**src/llc_pkg.sv**
```systemverilog
// ~~~~~~~~~~~~~~~~~~~~~~~~~~~~~~~~~~~~~~~~~~~~~~~~~~~~~~~~~~~~~~~~~~~~~~
// LLC lookup package: field widths, line state and opcode enums,
// request and response structs, address field helpers
// ~~~~~~~~~~~~~~~~~~~~~~~~~~~~~~~~~~~~~~~~~~~~~~~~~~~~~~~~~~~~~~~~~~~~~~
`default_nettype none

package llc_pkg;

    localparam int LLC_WAYS     = 4;
    localparam int LLC_WAY_BITS = 2;
    localparam int TAG_BITS     = 8;
    localparam int SET_BITS     = 2;
    localparam int BANK_BITS    = 1;
    localparam int ADDR_BITS    = TAG_BITS + SET_BITS + BANK_BITS;
    localparam int LLC_SETS     = 1 << SET_BITS;

    typedef logic [TAG_BITS-1:0]     llc_tag_t;
    typedef logic [SET_BITS-1:0]     llc_set_t;
    typedef logic [LLC_WAY_BITS-1:0] llc_way_t;
    typedef logic [ADDR_BITS-1:0]    llc_addr_t;

    // SD marks a pinned line
    typedef enum logic [1:0] {INVALID = 2'd0, VALID = 2'd1, SD = 2'd2} llc_state_t;

    typedef enum logic [1:0] {OP_LOOKUP, OP_PIN, OP_UNPIN, OP_INVAL} llc_op_t;

    typedef struct packed {
        llc_op_t   op;
        llc_addr_t addr;
    } llc_req_t;

    typedef struct packed {
        llc_addr_t addr;
        logic      hit;
        llc_way_t  way;
        logic      evict;
        llc_tag_t  victim_tag;
    } llc_resp_t;

    // address layout, tag on top, bank in the low bits
    function automatic llc_tag_t addr_tag(llc_addr_t a);
        return a[ADDR_BITS-1 -: TAG_BITS];
    endfunction

    function automatic llc_set_t addr_set(llc_addr_t a);
        return a[BANK_BITS +: SET_BITS];
    endfunction

    function automatic logic [BANK_BITS-1:0] addr_bank(llc_addr_t a);
        return a[BANK_BITS-1:0];
    endfunction

endpackage

`default_nettype wire

```
**src/llc_bank.sv**
```systemverilog
// ~~~~~~~~~~~~~~~~~~~~~~~~~~~~~~~~~~~~~~~~~~~~~~~~~~~~~~~~~~~~~~~~~~~~~~
// one LLC bank: request queue, tag/state/pointer arrays, 3-stage FSM
// ~~~~~~~~~~~~~~~~~~~~~~~~~~~~~~~~~~~~~~~~~~~~~~~~~~~~~~~~~~~~~~~~~~~~~~
`timescale 1ns/1ps
`default_nettype none

module llc_bank import llc_pkg::*; #(
    parameter int BANK_CREDITS = 2,
    parameter int RESP_DEPTH   = 2
) (
    input  logic      clk,
    input  logic      rst,
    input  logic      req_valid,
    input  llc_req_t  req,
    output logic      req_credit,
    output logic      resp_valid,
    output llc_resp_t resp,
    input  logic      resp_credit
);

    localparam int QW  = (BANK_CREDITS > 1) ? $clog2(BANK_CREDITS) : 1;
    localparam int QCW = $clog2(BANK_CREDITS + 1);
    localparam int MCW = $clog2(RESP_DEPTH + 1);

    typedef enum logic [1:0] {IDLE, READ, LOOK, WRITE} stage_t;

    stage_t         stage;
    llc_req_t       q_mem [BANK_CREDITS];
    logic [QW-1:0]  q_wp;
    logic [QW-1:0]  q_rp;
    logic [QCW-1:0] q_cnt;
    logic [MCW-1:0] m_cnt;
    logic           pop;
    logic           send;
    logic           alloc;

    llc_tag_t   tag_arr   [LLC_SETS][LLC_WAYS];
    llc_state_t state_arr [LLC_SETS][LLC_WAYS];
    llc_way_t   ptr_arr   [LLC_SETS];

    llc_req_t   cur;
    llc_set_t   cur_set;
    llc_tag_t   tags_buf   [LLC_WAYS];
    llc_state_t states_buf [LLC_WAYS];
    llc_way_t   evict_way_buf;
    llc_way_t   lk_way;
    logic       lk_evict;
    logic       lk_hit;
    llc_state_t new_state;

    assign cur_set    = addr_set(cur.addr);
    assign send       = (stage == WRITE) && (m_cnt != '0);
    // next request only once the previous one has written back
    assign pop        = (q_cnt != '0) && ((stage == IDLE) || send);
    assign req_credit = pop;
    assign resp_valid = send;

    always_ff @(posedge clk or negedge rst) begin
        if (!rst) begin
            stage <= IDLE;
            q_wp  <= '0;
            q_rp  <= '0;
            q_cnt <= '0;
            m_cnt <= MCW'(RESP_DEPTH);
        end else begin
            case (stage)
                IDLE:    stage <= pop ? READ : IDLE;
                READ:    stage <= LOOK;
                LOOK:    stage <= WRITE;
                default: stage <= send ? (pop ? READ : IDLE) : WRITE;
            endcase
            if (req_valid) begin
                q_wp <= (q_wp == QW'(BANK_CREDITS - 1)) ? '0 : q_wp + 1'b1;
            end
            if (pop) begin
                q_rp <= (q_rp == QW'(BANK_CREDITS - 1)) ? '0 : q_rp + 1'b1;
            end
            q_cnt <= q_cnt + QCW'(req_valid) - QCW'(pop);
            m_cnt <= m_cnt - MCW'(send) + MCW'(resp_credit);
        end
    end

    // queue payload and lookup buffers
    always_ff @(posedge clk) begin
        if (req_valid) begin
            q_mem[q_wp] <= req;
        end
        if (pop) begin
            cur <= q_mem[q_rp];
        end
        if (stage == READ) begin
            tags_buf      <= tag_arr[cur_set];
            states_buf    <= state_arr[cur_set];
            evict_way_buf <= ptr_arr[cur_set];
        end
        if (send && alloc) begin
            tag_arr[cur_set][lk_way] <= addr_tag(cur.addr);
        end
    end

    llc_lookup_way u_lookup (
        .clk           (clk),
        .rst           (rst),
        .tag           (addr_tag(cur.addr)),
        .tags_buf      (tags_buf),
        .states_buf    (states_buf),
        .evict_way_buf (evict_way_buf),
        .lookup_en     (stage == LOOK),
        .way           (lk_way),
        .evict         (lk_evict),
        .hit           (lk_hit)
    );

    // opcode rules on the chosen way
    always_comb begin
        alloc     = 1'b0;
        new_state = states_buf[lk_way];
        case (cur.op)
            OP_LOOKUP: begin
                alloc = !lk_hit;
                if (!lk_hit) begin
                    new_state = VALID;
                end
            end
            OP_PIN: begin
                alloc     = !lk_hit;
                new_state = SD;
            end
            OP_UNPIN: begin
                if (lk_hit && (states_buf[lk_way] == SD)) begin
                    new_state = VALID;
                end
            end
            default: begin
                if (lk_hit) begin
                    new_state = INVALID;
                end
            end
        endcase
    end

    always_ff @(posedge clk or negedge rst) begin
        if (!rst) begin
            for (int s = 0; s < LLC_SETS; s++) begin
                ptr_arr[s] <= '0;
                for (int w = 0; w < LLC_WAYS; w++) begin
                    state_arr[s][w] <= INVALID;
                end
            end
        end else if (send) begin
            state_arr[cur_set][lk_way] <= new_state;
            if (alloc && lk_evict) begin
                ptr_arr[cur_set] <= lk_way + 1'b1;
            end
        end
    end

    always_comb begin
        resp.addr       = cur.addr;
        resp.hit        = lk_hit;
        resp.way        = lk_way;
        resp.evict      = alloc && lk_evict;
        resp.victim_tag = (alloc && lk_evict) ? tags_buf[lk_way] : '0;
    end

endmodule

`default_nettype wire

```
**src/llc_lookup_top.sv**
```systemverilog
// ~~~~~~~~~~~~~~~~~~~~~~~~~~~~~~~~~~~~~~~~~~~~~~~~~~~~~~~~~~~~~~~~~~~~~~
// banked LLC lookup top: dispatcher, bank array, response merger
// ~~~~~~~~~~~~~~~~~~~~~~~~~~~~~~~~~~~~~~~~~~~~~~~~~~~~~~~~~~~~~~~~~~~~~~
`timescale 1ns/1ps
`default_nettype none

module llc_lookup_top import llc_pkg::*; #(
    parameter int NUM_BANKS    = 2,
    parameter int BANK_CREDITS = 2,
    parameter int RESP_DEPTH   = 2
) (
    input  logic      clk,
    input  logic      rst,
    input  logic      req_valid,
    input  llc_op_t   req_op,
    input  llc_addr_t req_addr,
    output logic      req_credit,
    output logic      resp_valid,
    output logic      resp_hit,
    output llc_way_t  resp_way,
    output logic      resp_evict,
    output llc_tag_t  resp_victim_tag,
    output llc_addr_t resp_addr,
    input  logic      resp_credit
);

    // bank select comes straight from the low address bits
    if (NUM_BANKS != (1 << BANK_BITS)) begin : g_bank_check
        $error("NUM_BANKS must equal 2**BANK_BITS");
    end

    logic [NUM_BANKS-1:0] bank_req_valid;
    llc_req_t             bank_req;
    logic [NUM_BANKS-1:0] bank_credit;
    logic [NUM_BANKS-1:0] resp_in_valid;
    llc_resp_t            resp_in [NUM_BANKS];
    logic [NUM_BANKS-1:0] merge_credit;

    llc_req_dispatch #(
        .NUM_BANKS    (NUM_BANKS),
        .BANK_CREDITS (BANK_CREDITS)
    ) u_dispatch (
        .clk            (clk),
        .rst            (rst),
        .req_valid      (req_valid),
        .req_op         (req_op),
        .req_addr       (req_addr),
        .req_credit     (req_credit),
        .bank_req_valid (bank_req_valid),
        .bank_req       (bank_req),
        .bank_credit    (bank_credit)
    );

    for (genvar b = 0; b < NUM_BANKS; b++) begin : g_bank
        llc_bank #(
            .BANK_CREDITS (BANK_CREDITS),
            .RESP_DEPTH   (RESP_DEPTH)
        ) u_bank (
            .clk         (clk),
            .rst         (rst),
            .req_valid   (bank_req_valid[b]),
            .req         (bank_req),
            .req_credit  (bank_credit[b]),
            .resp_valid  (resp_in_valid[b]),
            .resp        (resp_in[b]),
            .resp_credit (merge_credit[b])
        );
    end

    llc_resp_merge #(
        .NUM_BANKS  (NUM_BANKS),
        .RESP_DEPTH (RESP_DEPTH)
    ) u_merge (
        .clk             (clk),
        .rst             (rst),
        .resp_in_valid   (resp_in_valid),
        .resp_in         (resp_in),
        .merge_credit    (merge_credit),
        .resp_valid      (resp_valid),
        .resp_hit        (resp_hit),
        .resp_way        (resp_way),
        .resp_evict      (resp_evict),
        .resp_victim_tag (resp_victim_tag),
        .resp_addr       (resp_addr),
        .resp_credit     (resp_credit)
    );

endmodule

`default_nettype wire

```
**src/llc_lookup_way.sv**
```systemverilog
// ~~~~~~~~~~~~~~~~~~~~~~~~~~~~~~~~~~~~~~~~~~~~~~~~~~~~~~~~~~~~~~~~~~~~~~
// way selection: hit, empty and rotating victim, registered result
// ~~~~~~~~~~~~~~~~~~~~~~~~~~~~~~~~~~~~~~~~~~~~~~~~~~~~~~~~~~~~~~~~~~~~~~
`timescale 1ns/1ps
`default_nettype none

module llc_lookup_way import llc_pkg::*; (
    input  logic       clk,
    input  logic       rst,
    input  llc_tag_t   tag,
    input  llc_tag_t   tags_buf [LLC_WAYS],
    input  llc_state_t states_buf [LLC_WAYS],
    input  llc_way_t   evict_way_buf,
    input  logic       lookup_en,
    output llc_way_t   way,
    output logic       evict,
    output logic       hit
);

    logic [LLC_WAYS-1:0] hit_vec;
    logic [LLC_WAYS-1:0] empty_vec;
    logic [LLC_WAYS-1:0] valid_rot;
    logic [LLC_WAYS-1:0] not_sd_rot;
    llc_way_t hit_way;
    llc_way_t empty_way;
    llc_way_t valid_off;
    llc_way_t not_sd_off;
    llc_way_t way_next;
    logic     evict_next;

    // rotated vectors start at the eviction pointer
    always_comb begin
        for (int i = 0; i < LLC_WAYS; i++) begin
            hit_vec[i]    = (tags_buf[i] == tag) && (states_buf[i] != INVALID);
            empty_vec[i]  = (states_buf[i] == INVALID);
            valid_rot[i]  = (states_buf[llc_way_t'(i) + evict_way_buf] == VALID);
            not_sd_rot[i] = (states_buf[llc_way_t'(i) + evict_way_buf] != SD);
        end
    end

    // lowest set bit wins in each vector
    always_comb begin
        hit_way    = '0;
        empty_way  = '0;
        valid_off  = '0;
        not_sd_off = '0;
        for (int j = LLC_WAYS - 1; j >= 0; j--) begin
            if (hit_vec[j]) begin
                hit_way = llc_way_t'(j);
            end
            if (empty_vec[j]) begin
                empty_way = llc_way_t'(j);
            end
            if (valid_rot[j]) begin
                valid_off = llc_way_t'(j);
            end
            if (not_sd_rot[j]) begin
                not_sd_off = llc_way_t'(j);
            end
        end
    end

    always_comb begin
        evict_next = 1'b1;
        if (|hit_vec) begin
            way_next   = hit_way;
            evict_next = 1'b0;
        end else if (|empty_vec) begin
            way_next   = empty_way;
            evict_next = 1'b0;
        end else if (|valid_rot) begin
            way_next = valid_off + evict_way_buf;
        end else if (|not_sd_rot) begin
            way_next = not_sd_off + evict_way_buf;
        end else begin
            // whole set pinned
            way_next = evict_way_buf;
        end
    end

    always_ff @(posedge clk or negedge rst) begin
        if (!rst) begin
            way   <= '0;
            evict <= 1'b0;
            hit   <= 1'b0;
        end else if (lookup_en) begin
            way   <= way_next;
            evict <= evict_next;
            hit   <= |hit_vec;
        end
    end

endmodule

`default_nettype wire

```
**src/llc_req_dispatch.sv**
```systemverilog
// ~~~~~~~~~~~~~~~~~~~~~~~~~~~~~~~~~~~~~~~~~~~~~~~~~~~~~~~~~~~~~~~~~~~~~~
// request dispatcher: one-slot buffer, bank decode, bank credits
// ~~~~~~~~~~~~~~~~~~~~~~~~~~~~~~~~~~~~~~~~~~~~~~~~~~~~~~~~~~~~~~~~~~~~~~
`timescale 1ns/1ps
`default_nettype none

module llc_req_dispatch import llc_pkg::*; #(
    parameter int NUM_BANKS    = 2,
    parameter int BANK_CREDITS = 2
) (
    input  logic                 clk,
    input  logic                 rst,
    input  logic                 req_valid,
    input  llc_op_t              req_op,
    input  llc_addr_t            req_addr,
    output logic                 req_credit,
    output logic [NUM_BANKS-1:0] bank_req_valid,
    output llc_req_t             bank_req,
    input  logic [NUM_BANKS-1:0] bank_credit
);

    localparam int CW = $clog2(BANK_CREDITS + 1);

    llc_req_t             slot;
    logic                 slot_valid;
    logic [BANK_BITS-1:0] target;
    logic [CW-1:0]        cnt [NUM_BANKS];
    logic                 fwd;

    assign target     = addr_bank(slot.addr);
    assign fwd        = slot_valid && (cnt[target] != '0);
    assign req_credit = fwd;
    assign bank_req   = slot;

    always_comb begin
        for (int b = 0; b < NUM_BANKS; b++) begin
            bank_req_valid[b] = fwd && (target == BANK_BITS'(b));
        end
    end

    // a new request may land in the same cycle the slot drains
    always_ff @(posedge clk or negedge rst) begin
        if (!rst) begin
            slot_valid <= 1'b0;
            for (int b = 0; b < NUM_BANKS; b++) begin
                cnt[b] <= CW'(BANK_CREDITS);
            end
        end else begin
            slot_valid <= req_valid || (slot_valid && !fwd);
            for (int b = 0; b < NUM_BANKS; b++) begin
                cnt[b] <= cnt[b] - CW'(bank_req_valid[b]) + CW'(bank_credit[b]);
            end
        end
    end

    always_ff @(posedge clk) begin
        if (req_valid) begin
            slot <= '{op: req_op, addr: req_addr};
        end
    end

endmodule

`default_nettype wire

```
**src/llc_resp_merge.sv**
```systemverilog
// ~~~~~~~~~~~~~~~~~~~~~~~~~~~~~~~~~~~~~~~~~~~~~~~~~~~~~~~~~~~~~~~~~~~~~~
// response merger: per-bank FIFOs, round-robin drain, output credits
// ~~~~~~~~~~~~~~~~~~~~~~~~~~~~~~~~~~~~~~~~~~~~~~~~~~~~~~~~~~~~~~~~~~~~~~
`timescale 1ns/1ps
`default_nettype none

module llc_resp_merge import llc_pkg::*; #(
    parameter int NUM_BANKS  = 2,
    parameter int RESP_DEPTH = 2
) (
    input  logic                 clk,
    input  logic                 rst,
    input  logic [NUM_BANKS-1:0] resp_in_valid,
    input  llc_resp_t            resp_in [NUM_BANKS],
    output logic [NUM_BANKS-1:0] merge_credit,
    output logic                 resp_valid,
    output logic                 resp_hit,
    output llc_way_t             resp_way,
    output logic                 resp_evict,
    output llc_tag_t             resp_victim_tag,
    output llc_addr_t            resp_addr,
    input  logic                 resp_credit
);

    localparam int PW = (RESP_DEPTH > 1) ? $clog2(RESP_DEPTH) : 1;
    localparam int CW = $clog2(RESP_DEPTH + 1);

    llc_resp_t            fifo [NUM_BANKS][RESP_DEPTH];
    logic [PW-1:0]        wp   [NUM_BANKS];
    logic [PW-1:0]        rp   [NUM_BANKS];
    logic [CW-1:0]        fcnt [NUM_BANKS];
    logic [CW-1:0]        down_cnt;
    logic [BANK_BITS-1:0] rr;
    logic [BANK_BITS-1:0] sel;
    logic                 found;
    llc_resp_t            head;

    // first non-empty buffer at or after rr
    always_comb begin
        logic [BANK_BITS-1:0] idx;
        sel   = rr;
        found = 1'b0;
        for (int i = 0; i < NUM_BANKS; i++) begin
            idx = rr + BANK_BITS'(i);
            if (!found && (fcnt[idx] != '0)) begin
                sel   = idx;
                found = 1'b1;
            end
        end
    end

    assign resp_valid      = found && (down_cnt != '0);
    assign head            = fifo[sel][rp[sel]];
    assign resp_hit        = head.hit;
    assign resp_way        = head.way;
    assign resp_evict      = head.evict;
    assign resp_victim_tag = head.victim_tag;
    assign resp_addr       = head.addr;

    always_comb begin
        for (int b = 0; b < NUM_BANKS; b++) begin
            merge_credit[b] = resp_valid && (sel == BANK_BITS'(b));
        end
    end

    always_ff @(posedge clk or negedge rst) begin
        if (!rst) begin
            rr       <= '0;
            down_cnt <= CW'(RESP_DEPTH);
            for (int b = 0; b < NUM_BANKS; b++) begin
                wp[b]   <= '0;
                rp[b]   <= '0;
                fcnt[b] <= '0;
            end
        end else begin
            if (resp_valid) begin
                rr <= sel + 1'b1;
            end
            down_cnt <= down_cnt - CW'(resp_valid) + CW'(resp_credit);
            for (int b = 0; b < NUM_BANKS; b++) begin
                if (resp_in_valid[b]) begin
                    wp[b] <= (wp[b] == PW'(RESP_DEPTH - 1)) ? '0 : wp[b] + 1'b1;
                end
                if (merge_credit[b]) begin
                    rp[b] <= (rp[b] == PW'(RESP_DEPTH - 1)) ? '0 : rp[b] + 1'b1;
                end
                fcnt[b] <= fcnt[b] + CW'(resp_in_valid[b]) - CW'(merge_credit[b]);
            end
        end
    end

    always_ff @(posedge clk) begin
        for (int b = 0; b < NUM_BANKS; b++) begin
            if (resp_in_valid[b]) begin
                fifo[b][wp[b]] <= resp_in[b];
            end
        end
    end

endmodule

`default_nettype wire
```
**config.mk**
```make
export PLATFORM = sky130hd
export DESIGN_NAME = llc_lookup_top
export DESIGN_NICKNAME = d
export VERILOG_FILES = /design/src/llc_pkg.sv /design/src/llc_bank.sv /design/src/llc_lookup_top.sv /design/src/llc_lookup_way.sv /design/src/llc_req_dispatch.sv /design/src/llc_resp_merge.sv
export SDC_FILE = /design/constraint.sdc
export NUM_CORES = 1
export LEC_CHECK = 0
export ABC_AREA = 1
export BUFFER_PORTS_ARGS = -buffer_cell sky130_fd_sc_hd__buf_4
export CORE_MARGIN = 4
export CORE_UTILIZATION = 30
export CTS_CLUSTER_SIZE = 8
export DETAILED_ROUTE_END_ITERATION = 12
export HOLD_SLACK_MARGIN = 0.03
export MAX_ROUTING_LAYER = met4
export PLACE_DENSITY = 0.54
export SLEW_MARGIN = 0
export SYNTH_ARGS = -nofsm -noshare
export SYNTH_HDL_FRONTEND = slang
export SYNTH_SLANG_ARGS = --single-unit
```
**constraint.sdc**
```tcl
create_clock -name clk -period 2.85 [get_ports clk]
set_clock_uncertainty 0.15 [all_clocks]
set_input_delay 0.57 -clock clk [delete_from_list [all_inputs] [get_ports clk]]
set_output_delay 0.57 -clock clk [all_outputs]
set_load 0.02 [all_outputs]
```
Word-level counts from Yosys, hierarchy flattened
Memories as Yosys holds them, arrays and structs flattened. A register that Yosys moved wholly into a read port is not among the register bits.
Cells that the tools add are included.
Widths: inputs -> output; s select.
Cells by class
  add/sub/neg operators: 40
  reductions and logical operators: 79
  bitwise gates (word level): 21
  $lt $le $gt $ge: 25
  eq/ne operators: 36
  mux-type cells: 172
Operator list (count)
  $mux 2: 85
  $mux 23: 5
  $mux 8: 14
  $mux 46: 2
  $bmux 8 s2: 4
  $bwmux 32: 2
  $demux 8 s2: 4
  $eq 8x8->1: 8
  $mux 32: 2
  $bmux 2 s2: 12
  $demux 23 s1: 2
  $ge 3x3->1 const B: 12
  $not 2->3: 12
  $logic_and 1x1->1: 32
  $reduce_bool 2->1: 16
  $reduce_or 4->1: 8
  $mux 1: 30
  $eq 2x1->1 const B: 12
  $logic_not 2->1: 12
  $pmux 2 s3: 4
  $add 2x1->2: 9
  $sub 2x1->2: 9
  $bwmux 8: 2
  $demux 2 s2: 4
  16 further kinds: 71
Word-level totals
  output and inout bits: 25
  word-level logic and storage cells: 457
  input port bits: 17
  RAM bits: 400
  memories: 5
  register bits after elaboration: 153
Memory list
  g_bank[0].u_bank.tag_arr: depth 4, bits a word 32, read ports 1, clocked after memory_dff 1, wr ports 1, line llc_bank.sv:37  | llc_tag_t tag_arr [LLC_SETS][LLC_WAYS];
  g_bank[1].u_bank.tag_arr: depth 4, bits a word 32, read ports 1, clocked after memory_dff 1, wr ports 1, line llc_bank.sv:37
  u_merge.fifo: depth 2, bits a word 46, read ports 1, clocked after memory_dff 0, wr ports 2, line llc_resp_merge.sv:28  | llc_resp_t fifo [NUM_BANKS][RESP_DEPTH];
  g_bank[0].u_bank.q_mem: depth 2, bits a word 13, read ports 1, clocked after memory_dff 1, wr ports 1, line llc_bank.sv:28  | llc_req_t q_mem [BANK_CREDITS];
  g_bank[1].u_bank.q_mem: depth 2, bits a word 13, read ports 1, clocked after memory_dff 1, wr ports 1, line llc_bank.sv:28

Depth between registers and ports, before layout
  depth in word-level cells: 17
  depth in mapped cells: 20
  depth with buffers taken out: 19

Hierarchy
From an unflattened synthesis, not the netlist that was laid out.
Second synthesis, totals
  cells, all modules: 2513
  area total of the unflattened synthesis: 28060.7 um2
Modules (own cells, without submodules)
  llc_bank (g_bank[0].u_bank): cells an instance 761, times used 1, sequential area each 7478.4 um2, area an instance 10114.7 um2
  llc_bank (g_bank[1].u_bank): cells an instance 765, times used 1, sequential area each 7478.4 um2, area an instance 10103.4 um2
  llc_resp_merge: cells an instance 384, times used 1, sequential area each 3039.2 um2, area an instance 4398.0 um2
  llc_lookup_way: cells an instance 274, times used 2, sequential area each 100.1 um2, area an instance 1360.1 um2
  llc_req_dispatch: cells an instance 55, times used 1, sequential area each 518.0 um2, area an instance 724.4 um2

Least setup slack after synthesis
OpenSTA, ideal clock, no wires.
  kind: register to register
  start: reg u_dispatch.cnt[1] (netlist bit)
  end: mem g_bank[1].u_bank.q_mem[1][0] (netlist bit), enable pin
  setup time: 0.382 ns
  setup slack: 0.360 ns
  cell stages (with the launch flop): 8
  data arrival time: 1.958 ns
  path buffers: 0
  data required time: 2.318 ns
  period minus slack after synthesis: 2.490 ns
  cell sequence: dfstp_2 or3_1 o31ai_1 nor2_1 inv_1 nor2_1 inv_1 nor2_1
On the way
  longest elaborated chain between the ends: 8
RTL lines
  from (decl): line llc_req_dispatch.sv:27  | logic [CW-1:0] cnt [NUM_BANKS];
  from (signal, indexed assignment): line llc_req_dispatch.sv:46  | cnt[b] <= CW'(BANK_CREDITS);
  from (signal, indexed assignment): line llc_req_dispatch.sv:51  | cnt[b] <= cnt[b] - CW'(bank_req_valid[b]) + CW'(bank_credit[b]);
  $mux 2 (implied by the code) (3 in series): line llc_req_dispatch.sv:31  | assign fwd = slot_valid && (cnt[target] != '0);
  $reduce_bool 2->1: line llc_req_dispatch.sv:31
  $logic_and 1x1->1: line llc_req_dispatch.sv:31
  net req_credit: line llc_lookup_top.sv:17  | output logic req_credit,
  $logic_and 1x1->1: line llc_req_dispatch.sv:37  | bank_req_valid[b] = fwd && (target == BANK_BITS'(b));
  net g_bank[1].u_bank.req_valid: line llc_bank.sv:13  | input logic req_valid,
  $mux 1: line llc_bank.sv:85  | if (req_valid) begin
  $mux 1 (implied by the code): line llc_bank.sv:86  | q_mem[q_wp] <= req;
  to (decl): line llc_bank.sv:28
The timed path passes the listed nets, and every way through them passes these cells. The select of a mux whose other input is x is not followed.

Worst setup path in the final report
  start: reg u_merge.fcnt[2] (netlist bit)
  end: out resp_addr[6]
On the way
  longest elaborated chain between the ends: 16
  elaborated cells on any way between the ends: 21
  those cells by class: mux: 14; bitwise: 2; reduce/logical: 4; memory: 1
RTL lines
  from (decl): line llc_resp_merge.sv:31  | logic [CW-1:0] fcnt [NUM_BANKS];
  from (signal, indexed assignment): line llc_resp_merge.sv:87  | fcnt[b] <= fcnt[b] + CW'(resp_in_valid[b]) - CW'(merge_credit[b]);
  $mux 2 (implied by the code) (3 in series): line llc_resp_merge.sv:45  | if (!found && (fcnt[idx] != '0)) begin
  $reduce_bool 2->1: line llc_resp_merge.sv:45
  $mux 1: line llc_resp_merge.sv:45
  $logic_not 1->1: line llc_resp_merge.sv:45
  $logic_and 1x1->1 *: line llc_resp_merge.sv:45
  $mux 1 *: line llc_resp_merge.sv:45
  $not 1->2 (implied by the code): line llc_resp_merge.sv:53  | assign head = fifo[sel][rp[sel]];
  $mux 1 (implied by the code) (3 in series): line llc_resp_merge.sv:53
  $not 1->2 (implied by the code): line llc_resp_merge.sv:53
  $mux 23 (implied by the code) * (3 in series): line llc_resp_merge.sv:53
  to (decl): line llc_lookup_top.sv:23  | output llc_addr_t resp_addr,
Every way passes the cells marked *; elsewhere a longest branch is shown, timed or not. The select of a mux whose other input is x is not followed.

==> run_results.csv <==
group,metric,value,unit
final_layout,stdcell_count,3681,
timing,slew-limit-headroom,0.498,
synth,yosys-top-cells-area,"edfxtp_1 58%, dfrtp_1 11%, nand2_1 7.5%",
placement,post-place-ws,0.259,ns
floorplan,fp.dieH,307,um
synth,synth_edf_count,523,
clock_tree,clk_path_buf_depth,3,
clock_tree,cts_tree,"built",
floorplan,io_pins,42,
setup_path,r2r_slack,0.25,ns
power_and_ir_drop,power_leakage,12.3,nW
timing,setup_violations,23,
hold_path,hold_depth,1,
setup_path,worstPathArrival,2.31,ns
global_route,grt_max_degree,70,
power_and_ir_drop,p_total,28.4,mW
power_and_ir_drop,comb_power_share,0.209,
run_status,status,"finished, violations left",
route,routedWlPerCell,19.1,um
global_route,first_global_vias,17400,
global_route,antenna_found_initial,0,
final_layout,area_delta_synth_final,20.1,%
synth,syn-num-nets,2307,
route,drtIter0Drc,1510,
hold_path,hold_start,"req_valid",
floorplan,core,88600,um^2
run_status,failed_checks,"negative setup slack",
hold_path,worstHoldEndpoint,"u_dispatch.bank_req[4]$_DFFE_PP_",
synth,synth_top_area_frac,0.585,
global_route,gr-total-overflow,0,
floorplan,fp.dieW,307,um
synth,synth_cell_types,47,
route,via_per_inst,4.81,
synth,postSynthCellCount,2252,
route,vias,17700,
floorplan,dieArea,94400,um^2
power_and_ir_drop,p_clk_frac,0.353,
final_layout,n_fill_cell,8548,
power_and_ir_drop,power_frac_seq,0.438,
final_layout,drive_gt1_frac,0.136,
synth,yosys.area.top_type,"edfxtp_1",
final_layout,nets,2493,
synth,avgSynthCellArea,11.9,um^2
clock_tree,clk_pin_slew,0.05,ns
clock_tree,cts_sinks,643,
power_and_ir_drop,p_switching,8.92,mW
timing,period_share,1.06,
timing,hold_viol_final,0,
clock_tree,htree_levels,3,
power_and_ir_drop,cellPowerDensity,881,nW/um^2
timing,max_slew.worst_pin.slew,0.754,ns
hold_path,hp-class,"in2reg",
clock_tree,cts_made_buffers,91,
synth,yosys_warnings,0,
setup_path,r2r_start,"g_bank[1].u_bank.evict_way_buf[1]$_DFFE_PN_",
floorplan,core.rowCount,109,
setup_path,required,2.13,ns
route,ant_nets,0,
route,drt-pass1-iter-count,7,
final_layout,fin_util,0.364,
synth,netlist_area,26900,um^2
setup_path,reg2reg_depth,16,
timing,fin_ws,-0.181,ns
synth,synth_flop_cell,"edfxtp_1",
global_route,grt_pass1_wl,108000,um
power_and_ir_drop,p_int,19.5,mW
timing,slew_violations,0,
power_and_ir_drop,swShare,0.314,
route,finalWirelength,70400,um
setup_path,r2r-end,"g_bank[1].u_bank.u_lookup.way[1]$_DFFE_PN0P_",
final_layout,final_common_cell,"nand2_1",
synth,yosysSeqAreaShare,0.697,
setup_path,path_max_fanout,16,
timing,setup_tns,-3.34,ns
synth,ys_ff_latch,643,
placement,post-dp-hpwl,48300,um
floorplan,start_util,0.303,
clock_tree,clk-insertion-delay-late,0.63,ns
timing,fmax,0.330,GHz
setup_path,criticalPathCategory,"reg2out",
placement,gp_congestion,0.882,
timing,rsz0062_at_grt,"yes",
timing,period_needed,3.03,ns
flow_run,max_cap_viol_count,0,
route,route.detailed.drc,0,
final_layout,final_cell_mix,"534 x nand2_1, 523 x edfxtp_1, 167 x nor2_1",
clock_tree,root_buffer,"clkbuf_16",
global_route,grtUsageTotal,0.153,
setup_path,cp-start-kind,"flop",
placement,io_buffers,41,
synth,async_flop_share,0.187,
setup_path,critPathCaptureType,"output port",
placement,placed_cells,3483,
power_and_ir_drop,vdd_ir_drop_max,0.510,mV
[through the flow]
step,cell area (um^2),hold slack [ns]
2_1_floorplan,26900,0.124
3_3_place_gp,29200,0.316
3_5_place_dp,29200,0.322
4_1_cts,32200,0.133
5_1_grt,32300,0.150
6_report,32300,0.177
[registers in the layout (all words and copies together), names as in the netlist, 13 cells and up]
register,flops
u_dispatch.bank_req,13
g_bank.u_bank.tag_arr,256
g_bank.u_bank.resp,22
g_bank.u_bank.states_buf,16
u_merge.fifo,92
g_bank.u_bank.tags_buf,64
g_bank.u_bank.state_arr,64
g_bank.u_bank.q_mem,52
g_bank.u_bank.ptr_arr,16
[power by group through the flow]
stage | combinational, mW | clock [mW] | sequential, mW
after floorplan | 3.87 | 0 | 12.3
after global placement | 5.82 | 0 | 12.6
after detailed placement | 5.90 | 0 | 12.6
after CTS | 5.94 | 10.3 | 12.5
after global routing | 6.69 | 10.7 | 12.5
final | 5.95 | 10.0 | 12.5
[how the worst max path moves through the flow]
stage	from	to	slack, ns	cells after the start
global placement	g_bank[0].u_bank.evict_way_buf[0]$_DFFE_PN_	g_bank[0].u_bank.u_lookup.way[1]$_DFFE_PN0P_	0.25	16
global route	u_merge.fcnt[2]$_DFF_PN0_	resp_addr[1]	-0.27	9
floorplan	u_dispatch.cnt[1]$_DFF_PN1_	g_bank[1].u_bank.q_mem[1][0]$_DFFE_PP_	0.36	7
detailed placement	u_merge.fcnt[2]$_DFF_PN0_	resp_addr[8]	0.26	7
CTS	u_merge.fcnt[3]$_DFF_PN0_	resp_addr[6]	-0.20	10
finish	u_merge.fcnt[2]$_DFF_PN0_	resp_addr[6]	-0.18	9
[layer usage]
layer  share of wire  global-route usage  routed length, um
met1            0.50               0.225              34900
met2            0.44               0.222              30700
met3           0.049              0.0215               3450
met4           0.019              0.0391               1370
met5               0                   -                  0
[cell usage after synthesis (all sizes together), types with 8 or more instances]
library cell	count
nand2	547
edfxtp	523
nor2	182
inv	159
o21ai	154
a22oi	144
dfrtp	115
nand3	59
a21oi	56
clkbuf	55
ha	38
xnor2	30
xor2	29
or2	26
o211ai	25
buf	23
mux2i	23
nand4	14
o22ai	11
nor3	8
nor4	8
[cell type report]
class	count	area, um^2	area share
repair buffers	170	1460	0.0452
clock buffers	162	2550	0.0791
repair inverters	1	5.00	0.000155
well taps	1165	1460	0.0452
multi-input cells	1371	7320	0.227
inverters	160	608	0.0188
flip-flops and latches	643	18700	0.580
clock inverters	8	149	0.00461
diodes	1	2.50	0.0000775
[critical path: stages (launching register included)]
cell	delay [ns]
dfrtp_1	0.40
nor2_2	0.15
o22ai_1	0.10
nand2_2	0.11
inv_4	0.07
o21ai_4	0.17
buf_6	0.22
o211ai_1	0.12
o21ai_1	0.15
buf_4	0.19
[cells by family (layout without fill, tap and decap cells)]
family	after synthesis	count (layout)	share of synthesized area
compound gates	404	404	0.0938
simple gates	847	847	0.128
mux	23	23	0.00857
xor+xnor	59	59	0.0192
flops	643	643	0.697
other cells	0	1	0
buf+inv	238	501	0.0360
fa+ha+maj	38	38	0.0177
[what timing repair did]
action	CTS	global route
gates resized for setup	43	14
setup endpoints to repair	23	24
pin swaps	2	6
gates cloned	2	2
buffers inserted	4	5
hold buffers	15	0
hold endpoints to repair	75	0
(Power assumes the default switching activity.)
